**src/source/rx_packet_pkg.sv**
```systemverilog
// shared constants and packet word views for the serial readout receive path; import where needed
package rx_packet_pkg;

    ////////////////////////////////////////////////////////////////////////////
    // lane and frame sizes
    ////////////////////////////////////////////////////////////////////////////

    // number of front-end serial lanes
    localparam int num_lanes = 4;
    localparam int lane_idx_bits = 2;

    // bits following the start bit, parity included
    localparam int packet_bits = 64;
    // payload only, parity stripped
    localparam int word_bits = 63;

    // receiver bit counter runs 0..packet_bits+1
    localparam int bit_cnt_bits = $clog2(packet_bits + 2);

    // consecutive low samples that mark a stuck lane
    // longest legal low run is 65, so 72 leaves margin
    localparam int stuck_limit = 72;
    localparam int stuck_cnt_bits = $clog2(stuck_limit + 1);

    ////////////////////////////////////////////////////////////////////////////
    // packet declaration codes, bits 1:0 of every word
    ////////////////////////////////////////////////////////////////////////////

    localparam logic [1:0] kind_data      = 2'd0;
    localparam logic [1:0] kind_test      = 2'd1;
    localparam logic [1:0] kind_cfg_write = 2'd2;
    localparam logic [1:0] kind_cfg_read  = 2'd3;

    ////////////////////////////////////////////////////////////////////////////
    // word views, listed msb first
    ////////////////////////////////////////////////////////////////////////////

    // data and test packets
    typedef struct packed {
        logic        downstream;          // 62
        logic [1:0]  shared_fifo_status;  // 61:60 full, half full
        logic [1:0]  local_fifo_status;   // 59:58 full, half full
        logic [1:0]  trigger_type;        // 57:56 normal, ext, cross, periodic
        logic [7:0]  adc_data;            // 55:48
        logic [31:0] timestamp;           // 47:16
        logic [5:0]  channel_id;          // 15:10
        logic [7:0]  chip_id;             // 9:2
        logic [1:0]  kind;                // 1:0
    } packet_data_view_t;

    // configuration write and read packets
    typedef struct packed {
        logic        downstream;          // 62
        logic [5:0]  reserved;            // 61:56
        logic [31:0] reg_value;           // 55:24
        logic [7:0]  reg_addr;            // 23:16
        logic [5:0]  channel_id;          // 15:10
        logic [7:0]  chip_id;             // 9:2
        logic [1:0]  kind;                // 1:0
    } packet_cfg_view_t;

    // one received word, decoded by kind
    typedef union packed {
        packet_data_view_t data_view;
        packet_cfg_view_t  cfg_view;
    } packet_word_u;

endpackage

```
**src/source/packet_collector.sv**
```systemverilog
// round-robin unloader over all lane receivers that decodes each word into a one-cycle output strobe
module packet_collector (
    input  logic                                    clk,
    input  logic                                    reset_n,
    input  rx_packet_pkg::packet_word_u             rx_word [rx_packet_pkg::num_lanes],
    input  logic [rx_packet_pkg::num_lanes-1:0]     rx_empty,
    input  logic [rx_packet_pkg::num_lanes-1:0]     rx_parity_error,
    output logic [rx_packet_pkg::num_lanes-1:0]     unload,
    output logic                                    pkt_valid,
    output logic [rx_packet_pkg::lane_idx_bits-1:0] pkt_lane,
    output rx_packet_pkg::packet_word_u             pkt_word,
    output logic                                    pkt_parity_error,
    output logic                                    pkt_is_config,
    output logic [31:0]                             pkt_timestamp,
    output logic [7:0]                              pkt_reg_addr,
    output logic [31:0]                             pkt_reg_value
);
    import rx_packet_pkg::*;

    // last granted lane and the lane under unload while unload is up
    logic [lane_idx_bits-1:0] last_lane;
    // full lanes not already being unloaded
    logic [num_lanes-1:0]     pending;
    logic                     grant;
    logic [lane_idx_bits-1:0] grant_lane;
    logic [lane_idx_bits-1:0] cand;
    // word of the lane under unload
    packet_word_u             sel_word;
    logic                     sel_is_config;

    ////////////////////////////////////////////////////////////////////////////
    // round-robin pick
    ////////////////////////////////////////////////////////////////////////////

    // scan upward from the lane after last_lane and wrap around
    always_comb begin
        pending    = ~rx_empty & ~unload;
        grant      = 1'b0;
        grant_lane = last_lane;
        cand       = last_lane;
        for (int k = 1; k <= num_lanes; k++) begin
            cand = lane_idx_bits'((int'(last_lane) + k) % num_lanes);
            if (!grant && pending[cand]) begin
                grant      = 1'b1;
                grant_lane = cand;
            end
        end
    end

    // one unload pulse per cycle at most
    always_ff @(posedge clk or negedge reset_n) begin
        if (!reset_n) begin
            unload    <= '0;
            // so lane 0 is served first
            last_lane <= lane_idx_bits'(num_lanes - 1);
            pkt_valid <= 1'b0;
        end else begin
            unload <= '0;
            if (grant) begin
                unload[grant_lane] <= 1'b1;
                last_lane          <= grant_lane;
            end
            // word captured during the unload cycle
            pkt_valid <= |unload;
        end
    end

    ////////////////////////////////////////////////////////////////////////////
    // decode and output register
    ////////////////////////////////////////////////////////////////////////////

    always_comb begin
        sel_word      = rx_word[last_lane];
        sel_is_config = 1'b0;
        case (sel_word.cfg_view.kind)
            kind_data:      sel_is_config = 1'b0;
            kind_test:      sel_is_config = 1'b0;
            kind_cfg_write: sel_is_config = 1'b1;
            kind_cfg_read:  sel_is_config = 1'b1;
            default:        sel_is_config = 1'b0;
        endcase
    end

    // rx_word is still held because rx_empty only rises after this edge
    always_ff @(posedge clk) begin
        if (|unload) begin
            pkt_lane         <= last_lane;
            pkt_word         <= sel_word;
            pkt_parity_error <= rx_parity_error[last_lane];
            pkt_is_config    <= sel_is_config;
            // fields of the view that does not apply read as zero
            if (sel_is_config) begin
                pkt_timestamp <= '0;
                pkt_reg_addr  <= sel_word.cfg_view.reg_addr;
                pkt_reg_value <= sel_word.cfg_view.reg_value;
            end else begin
                pkt_timestamp <= sel_word.data_view.timestamp;
                pkt_reg_addr  <= '0;
                pkt_reg_value <= '0;
            end
        end
    end

    // a lane under unload is not granted again on the next cycle
    a_unload_no_repeat: assert property (@(posedge clk) disable iff (!reset_n)
        (unload & $past(unload)) == '0)
        else $error("lane unloaded in two consecutive cycles");

endmodule

```
**src/source/rx_line_conditioner.sv**
```systemverilog
// brings every serial lane into the clk domain and masks lanes that stay low too long
module rx_line_conditioner (
    input  logic                                clk,
    input  logic                                reset_n,
    input  logic [rx_packet_pkg::num_lanes-1:0] serial_in,
    output logic [rx_packet_pkg::num_lanes-1:0] line_clean,
    output logic [rx_packet_pkg::num_lanes-1:0] lane_fault
);
    import rx_packet_pkg::*;

    // two-flop synchronizer with both stages reset to idle high
    logic [num_lanes-1:0] sync_1;
    logic [num_lanes-1:0] sync_2;
    // low-run length per lane that saturates at stuck_limit
    logic [stuck_cnt_bits-1:0] low_run [num_lanes];

    always_ff @(posedge clk or negedge reset_n) begin
        if (!reset_n) begin
            sync_1 <= '1;
            sync_2 <= '1;
            for (int i = 0; i < num_lanes; i++) begin
                low_run[i] <= '0;
            end
        end else begin
            sync_1 <= serial_in;
            sync_2 <= sync_1;
            for (int i = 0; i < num_lanes; i++) begin
                // any high sample restarts the run
                if (sync_2[i]) begin
                    low_run[i] <= '0;
                end else if (low_run[i] != stuck_cnt_bits'(stuck_limit)) begin
                    low_run[i] <= low_run[i] + 1'b1;
                end
            end
        end
    end

    // fault drops on the first high sample itself
    always_comb begin
        for (int i = 0; i < num_lanes; i++) begin
            lane_fault[i] = (low_run[i] == stuck_cnt_bits'(stuck_limit)) && !sync_2[i];
        end
    end

    // a faulted lane looks idle to its receiver
    assign line_clean = sync_2 | lane_fault;

    // a fault needs stuck_limit low samples before the current one
    a_fault_after_run: assert property (@(posedge clk) disable iff (!reset_n)
        (lane_fault & $past(sync_2, stuck_limit)) == '0)
        else $error("lane fault without a full low run");

endmodule

```
**src/source/rx_subsystem_top.sv**
```systemverilog
// readout receive subsystem, serial lanes in and decoded packet strobes out
module rx_subsystem_top (
    input  logic                                    clk,
    input  logic                                    reset_n,
    input  logic [rx_packet_pkg::num_lanes-1:0]     serial_in,
    output logic [rx_packet_pkg::num_lanes-1:0]     lane_fault,
    output logic                                    pkt_valid,
    output logic [rx_packet_pkg::lane_idx_bits-1:0] pkt_lane,
    output rx_packet_pkg::packet_word_u             pkt_word,
    output logic                                    pkt_parity_error,
    output logic                                    pkt_is_config,
    output logic [31:0]                             pkt_timestamp,
    output logic [7:0]                              pkt_reg_addr,
    output logic [31:0]                             pkt_reg_value
);
    import rx_packet_pkg::*;

    // conditioned lane samples
    logic [num_lanes-1:0] line_clean;
    // receiver to collector
    packet_word_u         rx_word [num_lanes];
    logic [num_lanes-1:0] rx_empty;
    logic [num_lanes-1:0] rx_parity_error;
    logic [num_lanes-1:0] unload;

    rx_line_conditioner u_cond (
        .clk        (clk),
        .reset_n    (reset_n),
        .serial_in  (serial_in),
        .line_clean (line_clean),
        .lane_fault (lane_fault)
    );

    // one receiver per lane
    for (genvar i = 0; i < num_lanes; i++) begin : g_lane
        uart_packet_rx u_rx (
            .clk             (clk),
            .reset_n         (reset_n),
            .line            (line_clean[i]),
            .unload          (unload[i]),
            .rx_word         (rx_word[i]),
            .rx_empty        (rx_empty[i]),
            .rx_parity_error (rx_parity_error[i])
        );
    end

    packet_collector u_coll (
        .clk              (clk),
        .reset_n          (reset_n),
        .rx_word          (rx_word),
        .rx_empty         (rx_empty),
        .rx_parity_error  (rx_parity_error),
        .unload           (unload),
        .pkt_valid        (pkt_valid),
        .pkt_lane         (pkt_lane),
        .pkt_word         (pkt_word),
        .pkt_parity_error (pkt_parity_error),
        .pkt_is_config    (pkt_is_config),
        .pkt_timestamp    (pkt_timestamp),
        .pkt_reg_addr     (pkt_reg_addr),
        .pkt_reg_value    (pkt_reg_value)
    );

endmodule

```
**src/source/uart_packet_rx.sv**
```systemverilog
// one-lane serial packet receiver that holds a word until the collector unloads it
module uart_packet_rx (
    input  logic                        clk,
    input  logic                        reset_n,
    input  logic                        line,
    input  logic                        unload,
    output rx_packet_pkg::packet_word_u rx_word,
    output logic                        rx_empty,
    output logic                        rx_parity_error
);
    import rx_packet_pkg::*;

    // frame in progress
    logic busy;
    // counts 1..packet_bits while sampling and packet_bits+1 on the stop cycle
    logic [bit_cnt_bits-1:0] bit_cnt;
    // previous line sample for start edge detection
    logic line_q;
    // incoming bits enter at the msb because the wire sends lsb first
    logic [packet_bits-1:0] rx_shift;
    logic frame_done;
    logic shift_en;

    assign frame_done = busy && (bit_cnt == bit_cnt_bits'(packet_bits + 1));
    assign shift_en   = busy && !frame_done;

    ////////////////////////////////////////////////////////////////////////////
    // control
    ////////////////////////////////////////////////////////////////////////////

    always_ff @(posedge clk or negedge reset_n) begin
        if (!reset_n) begin
            busy            <= 1'b0;
            bit_cnt         <= '0;
            line_q          <= 1'b1;
            rx_empty        <= 1'b1;
            rx_parity_error <= 1'b0;
        end else begin
            line_q <= line;
            if (unload) begin
                rx_empty <= 1'b1;
            end
            // start bit needs a high sample before it
            // so a lane stuck low past its stop slot never restarts
            if (!busy && !line && line_q) begin
                busy    <= 1'b1;
                bit_cnt <= bit_cnt_bits'(1);
            end
            if (busy) begin
                bit_cnt <= bit_cnt + 1'b1;
            end
            // the stop slot completes the word and overrides a same-cycle unload
            if (frame_done) begin
                busy     <= 1'b0;
                bit_cnt  <= '0;
                rx_empty <= 1'b0;
                // parity bit must make the total count of ones odd
                rx_parity_error <= rx_shift[packet_bits-1] != ~^rx_shift[word_bits-1:0];
            end
        end
    end

    ////////////////////////////////////////////////////////////////////////////
    // payload
    ////////////////////////////////////////////////////////////////////////////

    always_ff @(posedge clk) begin
        if (shift_en) begin
            rx_shift <= {line, rx_shift[packet_bits-1:1]};
        end
        if (frame_done) begin
            rx_word <= rx_shift[word_bits-1:0];
        end
    end

    a_unload_full: assert property (@(posedge clk) disable iff (!reset_n)
        unload |-> !rx_empty)
        else $error("unload while receiver is empty");

    // the held word must be taken before the next frame completes
    a_no_overwrite: assert property (@(posedge clk) disable iff (!reset_n)
        frame_done |-> (rx_empty || unload))
        else $error("held word overwritten before unload");

endmodule

```
**config.mk**
```make
export PLATFORM = sky130hd
export DESIGN_NAME = rx_subsystem_top
export DESIGN_NICKNAME = d
export VERILOG_FILES = /design/src/source/rx_packet_pkg.sv /design/src/source/packet_collector.sv /design/src/source/rx_line_conditioner.sv /design/src/source/rx_subsystem_top.sv /design/src/source/uart_packet_rx.sv
export SDC_FILE = /design/constraint.sdc
export NUM_CORES = 1
export LEC_CHECK = 0
export BUFFER_PORTS_ARGS = -buffer_cell sky130_fd_sc_hd__clkbuf_2
export CAP_MARGIN = 30
export CORE_ASPECT_RATIO = 1.4
export CORE_MARGIN = 2
export CORE_UTILIZATION = 55
export CTS_CLUSTER_SIZE = 20
export DETAILED_ROUTE_END_ITERATION = 7
export PLACE_DENSITY = 0.69
export SKIP_LAST_GASP = 1
export SLEW_MARGIN = 20
export SYNTH_ARGS = -nofsm -noshare
export SYNTH_HDL_FRONTEND = slang
export SYNTH_SLANG_ARGS = --single-unit
```
**constraint.sdc**
```tcl
create_clock -name clk -period 8.8 [get_ports clk]
set_input_delay 1.76 -clock clk [delete_from_list [all_inputs] [get_ports clk]]
set_output_delay 1.76 -clock clk [all_outputs]
set_load 0.05 [all_outputs]
```
# [Word level (Yosys, flattened, before mapping)]
# Index checks and enable logic that the tools add are counted.
[word_totals] output_inout_bits=144 word_cells=216 inputBits=6 regBits=734
[op_classes] bitwise_logic=5 n_mux=61 add_sub_neg=12 n_eq_ne=19 n_reduce_logical=67 order_cmp=8
[op_table] operator="63-bit XNOR reduction" n=4
[op_table] operator="7-bit two-way mux" n=20
[op_table] operator="63-bit binary-select mux with 2-bit select" n=1
[op_table] operator="63-bit two-way mux" n=2
[op_table] operator="7-bit by 1-bit adder with 7-bit output (second input constant)" n=8
[op_table] operator="7-bit == test (second input constant)" n=8
[op_table] operator="7-bit != test (second input constant)" n=4
[op_table] operator="1-bit two-way mux" n=26
[op_table] operator="1-bit logical AND" n=24
[op_table] operator="2-bit nonzero test" n=12
[op_table] operator="1-bit zero test" n=19
[op_table] operator="2-bit by 3-bit less-than comparator with 1-bit output (second input constant)" n=6
[op_table] operator="3-bit nonzero test" n=4
[op_table] operator="1-bit binary-select mux with 2-bit select" n=5
[op_table] operator="2-bit two-way mux" n=4
[op_table] operator="4-bit inverter" n=2
[op_table] operator="2-bit by 1-bit adder with 2-bit output (second input constant)" n=2
[op_table] operator="2-bit adder (second input constant)" n=2
[op_table] operator="4-bit bitwise AND" n=1
[op_table] operator="2-bit == test (second input constant)" n=2
[op_table] operator="4-bit two-way mux" n=1
[op_table] operator="1-bit != test" n=4
[op_table] operator="4-bit bitwise OR" n=1
[op_table] operator="2-bit OR reduction" n=2
[op_table] operator="other kinds (8)" n=8

# [Logic depth before layout (Yosys ltp)]
[depth] word_depth=19 depth_mapped=9 mapped_depth_nobuf=8

# [Hierarchy]
# Synthesis repeated with hierarchy kept, for this count alone.
[hier_totals] hier_cells=1481 area_unflattened_um2=27884.2
[modules_own_cells] mod="uart_packet_rx" instances=4 seq_area_each_um2=4091.4 cells_per_inst=242 area_per_inst_um2=4880.9
[modules_own_cells] mod="packet_collector" instances=1 seq_area_each_um2=4321.6 cells_per_inst=340 area_per_inst_um2=6563.8
[modules_own_cells] mod="rx_line_conditioner" instances=1 seq_area_each_um2=910.9 cells_per_inst=173 area_per_inst_um2=1796.7

# [Worst setup path after synthesis]
# No wires, ideal clock.
[synth_path] path_kind="reg-to-reg" startpoint="register u_coll.unload[1] (netlist bit)" endpoint="register u_coll.pkt_lane[0] (netlist bit), enable pin" arrival_ns=3.419 setup_time_ns=0.505 path_buffers=0 t_required_ns=8.295 stages_incl_launch_ff=2 synth_period_minus_slack_ns=3.925 slack_ns=4.875 path_cell_list="dfrtp_1 or4_1"
[synth_between] elab_chain_cells=1
[synth_rtl] item="start: declaration" line_no="packet_collector.sv:8" rtl="output logic [rx_packet_pkg::num_lanes-1:0] unload,"
[synth_rtl] item="start signal: assignment" line_no="packet_collector.sv:53" rtl="unload <= '0;"
[synth_rtl] item="start signal: assignment" line_no="packet_collector.sv:58" rtl="unload <= '0;"
[synth_rtl] item="start signal: indexed assignment" line_no="packet_collector.sv:60" rtl="unload[grant_lane] <= 1'b1;"
[synth_rtl] item="4-bit OR reduction" line_no="packet_collector.sv:86" rtl="if (|unload) begin"
[synth_rtl] item="end signal: assignment" line_no="packet_collector.sv:87" rtl="pkt_lane <= last_lane;"
[synth_rtl] item="end: declaration" line_no="packet_collector.sv:10" rtl="output logic [rx_packet_pkg::lane_idx_bits-1:0] pkt_lane,"
# Every way passes these cells.
# A chain may end at the register's enable or synchronous reset.

# [Worst setup path in the final report]
[layout_path] startpoint="register u_cond.low_run[14] (netlist bit)" endpoint="output lane_fault[1] (netlist bit)"
[layout_between] elab_chain_cells=2
[layout_rtl] item="start: declaration" line_no="rx_line_conditioner.sv:15" rtl="logic [stuck_cnt_bits-1:0] low_run [num_lanes];"
[layout_rtl] item="start signal: indexed assignment" line_no="rx_line_conditioner.sv:32" rtl="low_run[i] <= low_run[i] + 1'b1;"
[layout_rtl] item="7-bit == test" line_no="rx_line_conditioner.sv:41" rtl="lane_fault[i] = (low_run[i] == stuck_cnt_bits'(stuck_limit)) && !sync_2[i];"
[layout_rtl] item="1-bit logical AND" line_no="rx_line_conditioner.sv:41"
[layout_rtl] item="end: declaration" line_no="rx_subsystem_top.sv:6" rtl="output logic [rx_packet_pkg::num_lanes-1:0] lane_fault,"
# Every way passes these cells.

==> impl_metrics.prom <==
# TYPE chip_impl_metric gauge
chip_impl_metric{name="drt_iter0_drc",unit=""} 986
chip_impl_metric{name="drive_gt1_share",unit="%"} 21.0
chip_impl_metric{name="routed-wl-met2",unit="µm"} 26800
chip_impl_metric{name="synth.mux.area_fraction",unit="%"} 5.48
chip_impl_metric{name="power.share.combinational",unit="%"} 34.0
chip_impl_metric{name="critical_path_peak_fanout",unit=""} 7
chip_impl_metric{name="clkPwrFrac",unit="%"} 23.1
chip_impl_metric{name="core.rowCount",unit=""} 97
chip_impl_metric{name="synth_compound_gate_area_share",unit="%"} 1.44
chip_impl_metric{name="proportion_of_synthesized_chip_area_in_sequential_cells",unit="%"} 78.0
chip_impl_metric{name="worst-endpoint-required",unit="ps"} 7040
chip_impl_metric{name="met3WireLength",unit="µm"} 2480
chip_impl_metric{name="netlist_area_pre_place",unit="µm²"} 27700
chip_impl_metric{name="total_leakage_power",unit="nW"} 10.5
chip_impl_info{name="largest_family_of_logic_cells_by_synthesized_area",value="XOR/XNOR gates"} 1
chip_impl_metric{name="post-route-drc-count",unit=""} 0
chip_impl_metric{name="via_count",unit=""} 12900
chip_impl_metric{name="clock.fmax",unit="GHz"} 0.251
chip_impl_metric{name="fp.dieH",unit="µm"} 269
chip_impl_metric{name="slew_violations",unit=""} 0
chip_impl_info{name="synthDominantAreaCellType",value="sky130_fd_sc_hd__edfxtp_1"} 1
chip_impl_metric{name="postSynthCellCount",unit=""} 1467
chip_impl_metric{name="hold_ws",unit="ps"} 355
chip_impl_metric{name="num_antenna_cells",unit=""} 0
chip_impl_metric{name="area.growth.synth_to_final",unit="%"} 14.0
chip_impl_info{name="cp-startpoint",value="u_cond.low_run[14]"} 1
chip_impl_metric{name="clockBufferDepth",unit=""} 3
chip_impl_metric{name="detailed_routing_iteration_count_for_the_pre_antenna_repair_pass",unit=""} 7
chip_impl_metric{name="ff2ff_setup_slack",unit="ps"} 5720
chip_impl_metric{name="post_synth_fa_ha_maj_area_fraction",unit="%"} 0.723
chip_impl_metric{name="critPathArrivalTime",unit="ps"} 2230
chip_impl_metric{name="grt_start_max_net_pins",unit=""} 74
chip_impl_metric{name="relSlewSlack",unit="%"} 43.8
chip_impl_metric{name="yosys_warnings",unit=""} 0
chip_impl_metric{name="finalHoldViolCount",unit=""} 0
chip_impl_info{name="leading_cell_types_by_total_area_after_synthesis",value="sky130_fd_sc_hd__edfxtp_1 70%, sky130_fd_sc_hd__xnor2_1 7.1%, sky130_fd_sc_hd__dfrtp_1 6.2%"} 1
chip_impl_metric{name="worstSkewPairLatency",unit="ps"} 590
chip_impl_metric{name="post_cts.repair.setup_buffers",unit=""} 0
chip_impl_metric{name="totalNegativeSetupSlack",unit="ps"} 0
chip_impl_metric{name="count_of_unique_library_cells_instantiated_by_yosys",unit=""} 47
chip_impl_metric{name="synth.top_cell.area_share",unit="%"} 70.1
chip_impl_metric{name="synth_enable_flop_cells",unit=""} 646
chip_impl_metric{name="setup_violations",unit=""} 0
chip_impl_metric{name="power.density_cell_area",unit="nW/µm²"} 411
chip_impl_info{name="timing.setup.critical_path_class",value="reg2out"} 1
chip_impl_metric{name="cts_bufs_inserted",unit=""} 68
chip_impl_metric{name="vias_per_instance",unit=""} 5.45
chip_impl_metric{name="ys_ff_latch",unit=""} 733
chip_impl_metric{name="cts.reportedPaths.clkPinSlew",unit="ps"} 60
chip_impl_metric{name="switching_power",unit="mW"} 4.46
chip_impl_info{name="holdCritPathClass",value="reg2reg"} 1
chip_impl_metric{name="syn_avg_cell_area",unit="µm²"} 18.9
chip_impl_info{name="setup.worst_path.end_class",value="output port"} 1
chip_impl_metric{name="core_region_area",unit="µm²"} 49900
chip_impl_metric{name="power.internal",unit="mW"} 8.49
chip_impl_info{name="timing.rr.start",value="g_lane[0].u_rx.bit_cnt[2]"} 1
chip_impl_metric{name="final_estimated_routing_congestion_in_global_placement",unit=""} 0.780
chip_impl_metric{name="ios",unit=""} 150
chip_impl_info{name="clockRootBuffer",value="sky130_fd_sc_hd__clkbuf_16"} 1
chip_impl_metric{name="layoutNonFillerInstCount",unit=""} 2361
chip_impl_metric{name="cts.sink_count",unit=""} 733
chip_impl_metric{name="port_buffer_count",unit=""} 149
chip_impl_metric{name="synth_nets",unit=""} 1489
chip_impl_metric{name="m1WireLength",unit="µm"} 20500
chip_impl_metric{name="power_switching_share",unit="%"} 34.4
chip_impl_metric{name="post_cts_hold_buffer_count",unit=""} 0
chip_impl_metric{name="yosys.area_share.simple",unit="%"} 4.71
chip_impl_metric{name="fin_util",unit="%"} 63.2
chip_impl_metric{name="finalClockSkew",unit="ps"} 17.5
chip_impl_info{name="maxUsedRoutingLayer",value="met4"} 1
chip_impl_metric{name="finalCriticalPeriod",unit="ps"} 3990
chip_impl_metric{name="grt_overflow_total",unit=""} 0
chip_impl_info{name="timing.critical_path.from_type",value="flop"} 1
chip_impl_metric{name="reg2reg_depth",unit=""} 5
chip_impl_info{name="crit_end",value="lane_fault[1]"} 1
chip_impl_metric{name="worst-slew-pin-transition",unit="ps"} 843
chip_impl_metric{name="overall_track_demand_over_capacity_in_global_routing",unit="%"} 20.0
chip_impl_metric{name="n_fill_cell",unit=""} 3438
chip_impl_info{name="grt_setup_unrepaired",value="no"} 1
chip_impl_info{name="regToRegEndpoint",value="g_lane[0].u_rx.rx_parity_error"} 1
chip_impl_metric{name="number_of_global_route_vias_before_repair",unit=""} 13300
chip_impl_info{name="post_synth_most_frequent_cells",value="646 x sky130_fd_sc_hd__edfxtp_1, 225 x sky130_fd_sc_hd__xnor2_1, 69 x sky130_fd_sc_hd__dfrtp_1"} 1
chip_impl_metric{name="initial_utilization",unit="%"} 55.5
chip_impl_metric{name="maxCapViolations",unit=""} 0
chip_impl_metric{name="fin_crit_sh",unit="%"} 45.3
chip_impl_info{name="tritoncts",value="built"} 1
chip_impl_metric{name="clock_tree.htree_level_count",unit=""} 3
chip_impl_metric{name="die_area",unit="µm²"} 52200
chip_impl_metric{name="num-nets-final",unit=""} 1691
chip_impl_metric{name="place.detailed.instances",unit=""} 2241
chip_impl_metric{name="initial_antenna_violation_count",unit=""} 0
chip_impl_metric{name="peakVddDrop",unit="V"} 0.000358
chip_impl_metric{name="finalPower",unit="mW"} 12.9
chip_impl_info{name="synth_ff_type",value="sky130_fd_sc_hd__edfxtp_1"} 1
chip_impl_metric{name="totalWireLength",unit="µm"} 51000
chip_impl_metric{name="wl_per_cell",unit="µm"} 21.6
chip_impl_metric{name="post_synth_xor_area_fraction",unit="%"} 8.76
chip_impl_metric{name="cts.repair.resized",unit=""} 0
chip_impl_info{name="synthMostInstantiatedCell",value="sky130_fd_sc_hd__edfxtp_1"} 1
chip_impl_metric{name="wire_length_of_the_first_global_routing_pass",unit="µm"} 79100
chip_impl_metric{name="detail-route-antenna-nets",unit=""} 0
chip_impl_metric{name="power.sequential.fraction",unit="%"} 42.9
chip_impl_metric{name="synth-async-reset-ratio",unit="%"} 11.9
chip_impl_metric{name="die_extent_in_x",unit="µm"} 194
chip_impl_info{name="outcome",value="finished, final reports clean"} 1
chip_impl_metric{name="hpwl",unit="µm"} 32500
==> flip-flops by register name, indices dropped and copies added (netlist names) <==
register                     flops
u_coll.unload                    4
u_coll.pkt_reg_addr              8
u_coll.pkt_word                 63
u_cond.low_run                  28
u_coll.pkt_timestamp            32
u_cond.sync_1                    4
u_coll.pkt_lane                  2
g_lane.u_rx.bit_cnt             28
u_cond.sync_2                    4
u_coll.pkt_parity_error          1
g_lane.u_rx.rx_empty             4
g_lane.u_rx.busy                 4
g_lane.u_rx.line_q               4
u_coll.last_lane                 2
g_lane.u_rx.rx_word            252
u_coll.pkt_valid                 1
u_coll.pkt_reg_value            32
g_lane.u_rx.rx_parity_error      4
g_lane.u_rx.rx_shift           256
==> cells in the final DEF (no fill, tap or decap), drive strengths merged, types with 2 or more instances in the layout <==
cell,n
edfxtp,646
a21oi,19
nand4,3
dfrtp,69
o22ai,3
bufinv,8
or3,2
nor3,11
nand2b,5
nor4b,2
ha,16
and3,11
mux4,64
nand3b,4
buf,16
clkinv,17
nand4bb,3
xor2,50
inv,26
o21ai,30
nand2,31
a31oi,10
xnor2,226
mux2,4
o31ai,2
o21a,3
nor2,57
clkinvlp,2
and2,45
nor2b,35
dfstp,18
nor4bb,2
clkbuf,239
nand3,24
or2,4
mux2i,2
==> per-stage QoR <==
step | worst slack (ps) | instance area [µm²]
3_5_place_dp | 5390 | 29200
5_1_grt | 4600 | 31500
2_1_floorplan | 4880 | 27700
4_1_cts | 4770 | 31500
6_report | 4810 | 31500
3_3_place_gp | 5480 | 29200
==> layout make-up <==
cell class | instances | area, µm² | area share (%)
clock buffers | 91 | 1940 | 6.14
clock inverters | 28 | 343 | 1.09
repair buffers | 164 | 901 | 2.86
flip-flops and latches | 733 | 21600 | 68.5
well taps | 643 | 805 | 2.55
inverters | 25 | 93.8 | 0.298
multi-input cells | 677 | 5860 | 18.6
==> logic make-up (layout without fill, tap and decap cells) <==
kind of cell,count (synthesis),count (layout)
AO/OA/AOI/OAI,71,71
XOR/XNOR,276,276
adder cells (fa/ha/maj),16,16
buffers and inverters,57,308
flip-flops,733,733
multiplexers,70,70
AND/OR/NAND/NOR,244,244
==> critical path, stage by stage, from the launching register on <==
cell and delay (ps):
sky130_fd_sc_hd__dfrtp_1 430, sky130_fd_sc_hd__inv_1 90, sky130_fd_sc_hd__ha_1 140, sky130_fd_sc_hd__nor4bb_1 280, sky130_fd_sc_hd__nand3b_1 270, sky130_fd_sc_hd__nor2_1 160
sky130_fd_sc_hd__clkbuf_2 290
==> layer usage <==
| metal | vias up | track usage (%) |
|---|---|---|
| met2 | 336 | 34.6 |
| met3 | 63 | 3.51 |
| met1 | 6605 | 25.8 |
| met5 | - | 0 |
| met4 | 0 | 6.67 |
| li1 | 5864 | - |
==> worst min-delay path by stage <==
stage                      from                to  slack (ps)  depth (start not counted)
2_1_floorplan  u_cond.sync_1[0]  u_cond.sync_2[0]         350                          0
3_3_place_gp   u_cond.sync_1[3]  u_cond.sync_2[3]         350                          0
3_5_place_dp   u_cond.sync_1[0]  u_cond.sync_2[0]         350                          0
4_1_cts        u_cond.sync_1[3]  u_cond.sync_2[3]         360                          0
5_1_grt        u_cond.sync_1[3]  u_cond.sync_2[3]         360                          0
6_report       u_cond.sync_1[3]  u_cond.sync_2[3]         350                          0
==> power by group through the flow <==
stage	logic (mW)	registers, mW	clock network [mW]
finish	4.41	5.56	2.98
global route	4.70	5.67	3.19
CTS	4.49	5.57	3.06
detailed placement	4.46	5.64	0
global placement	4.39	5.60	0
floorplan	2.73	6.19	0
Power figures use the tool's default switching activity.
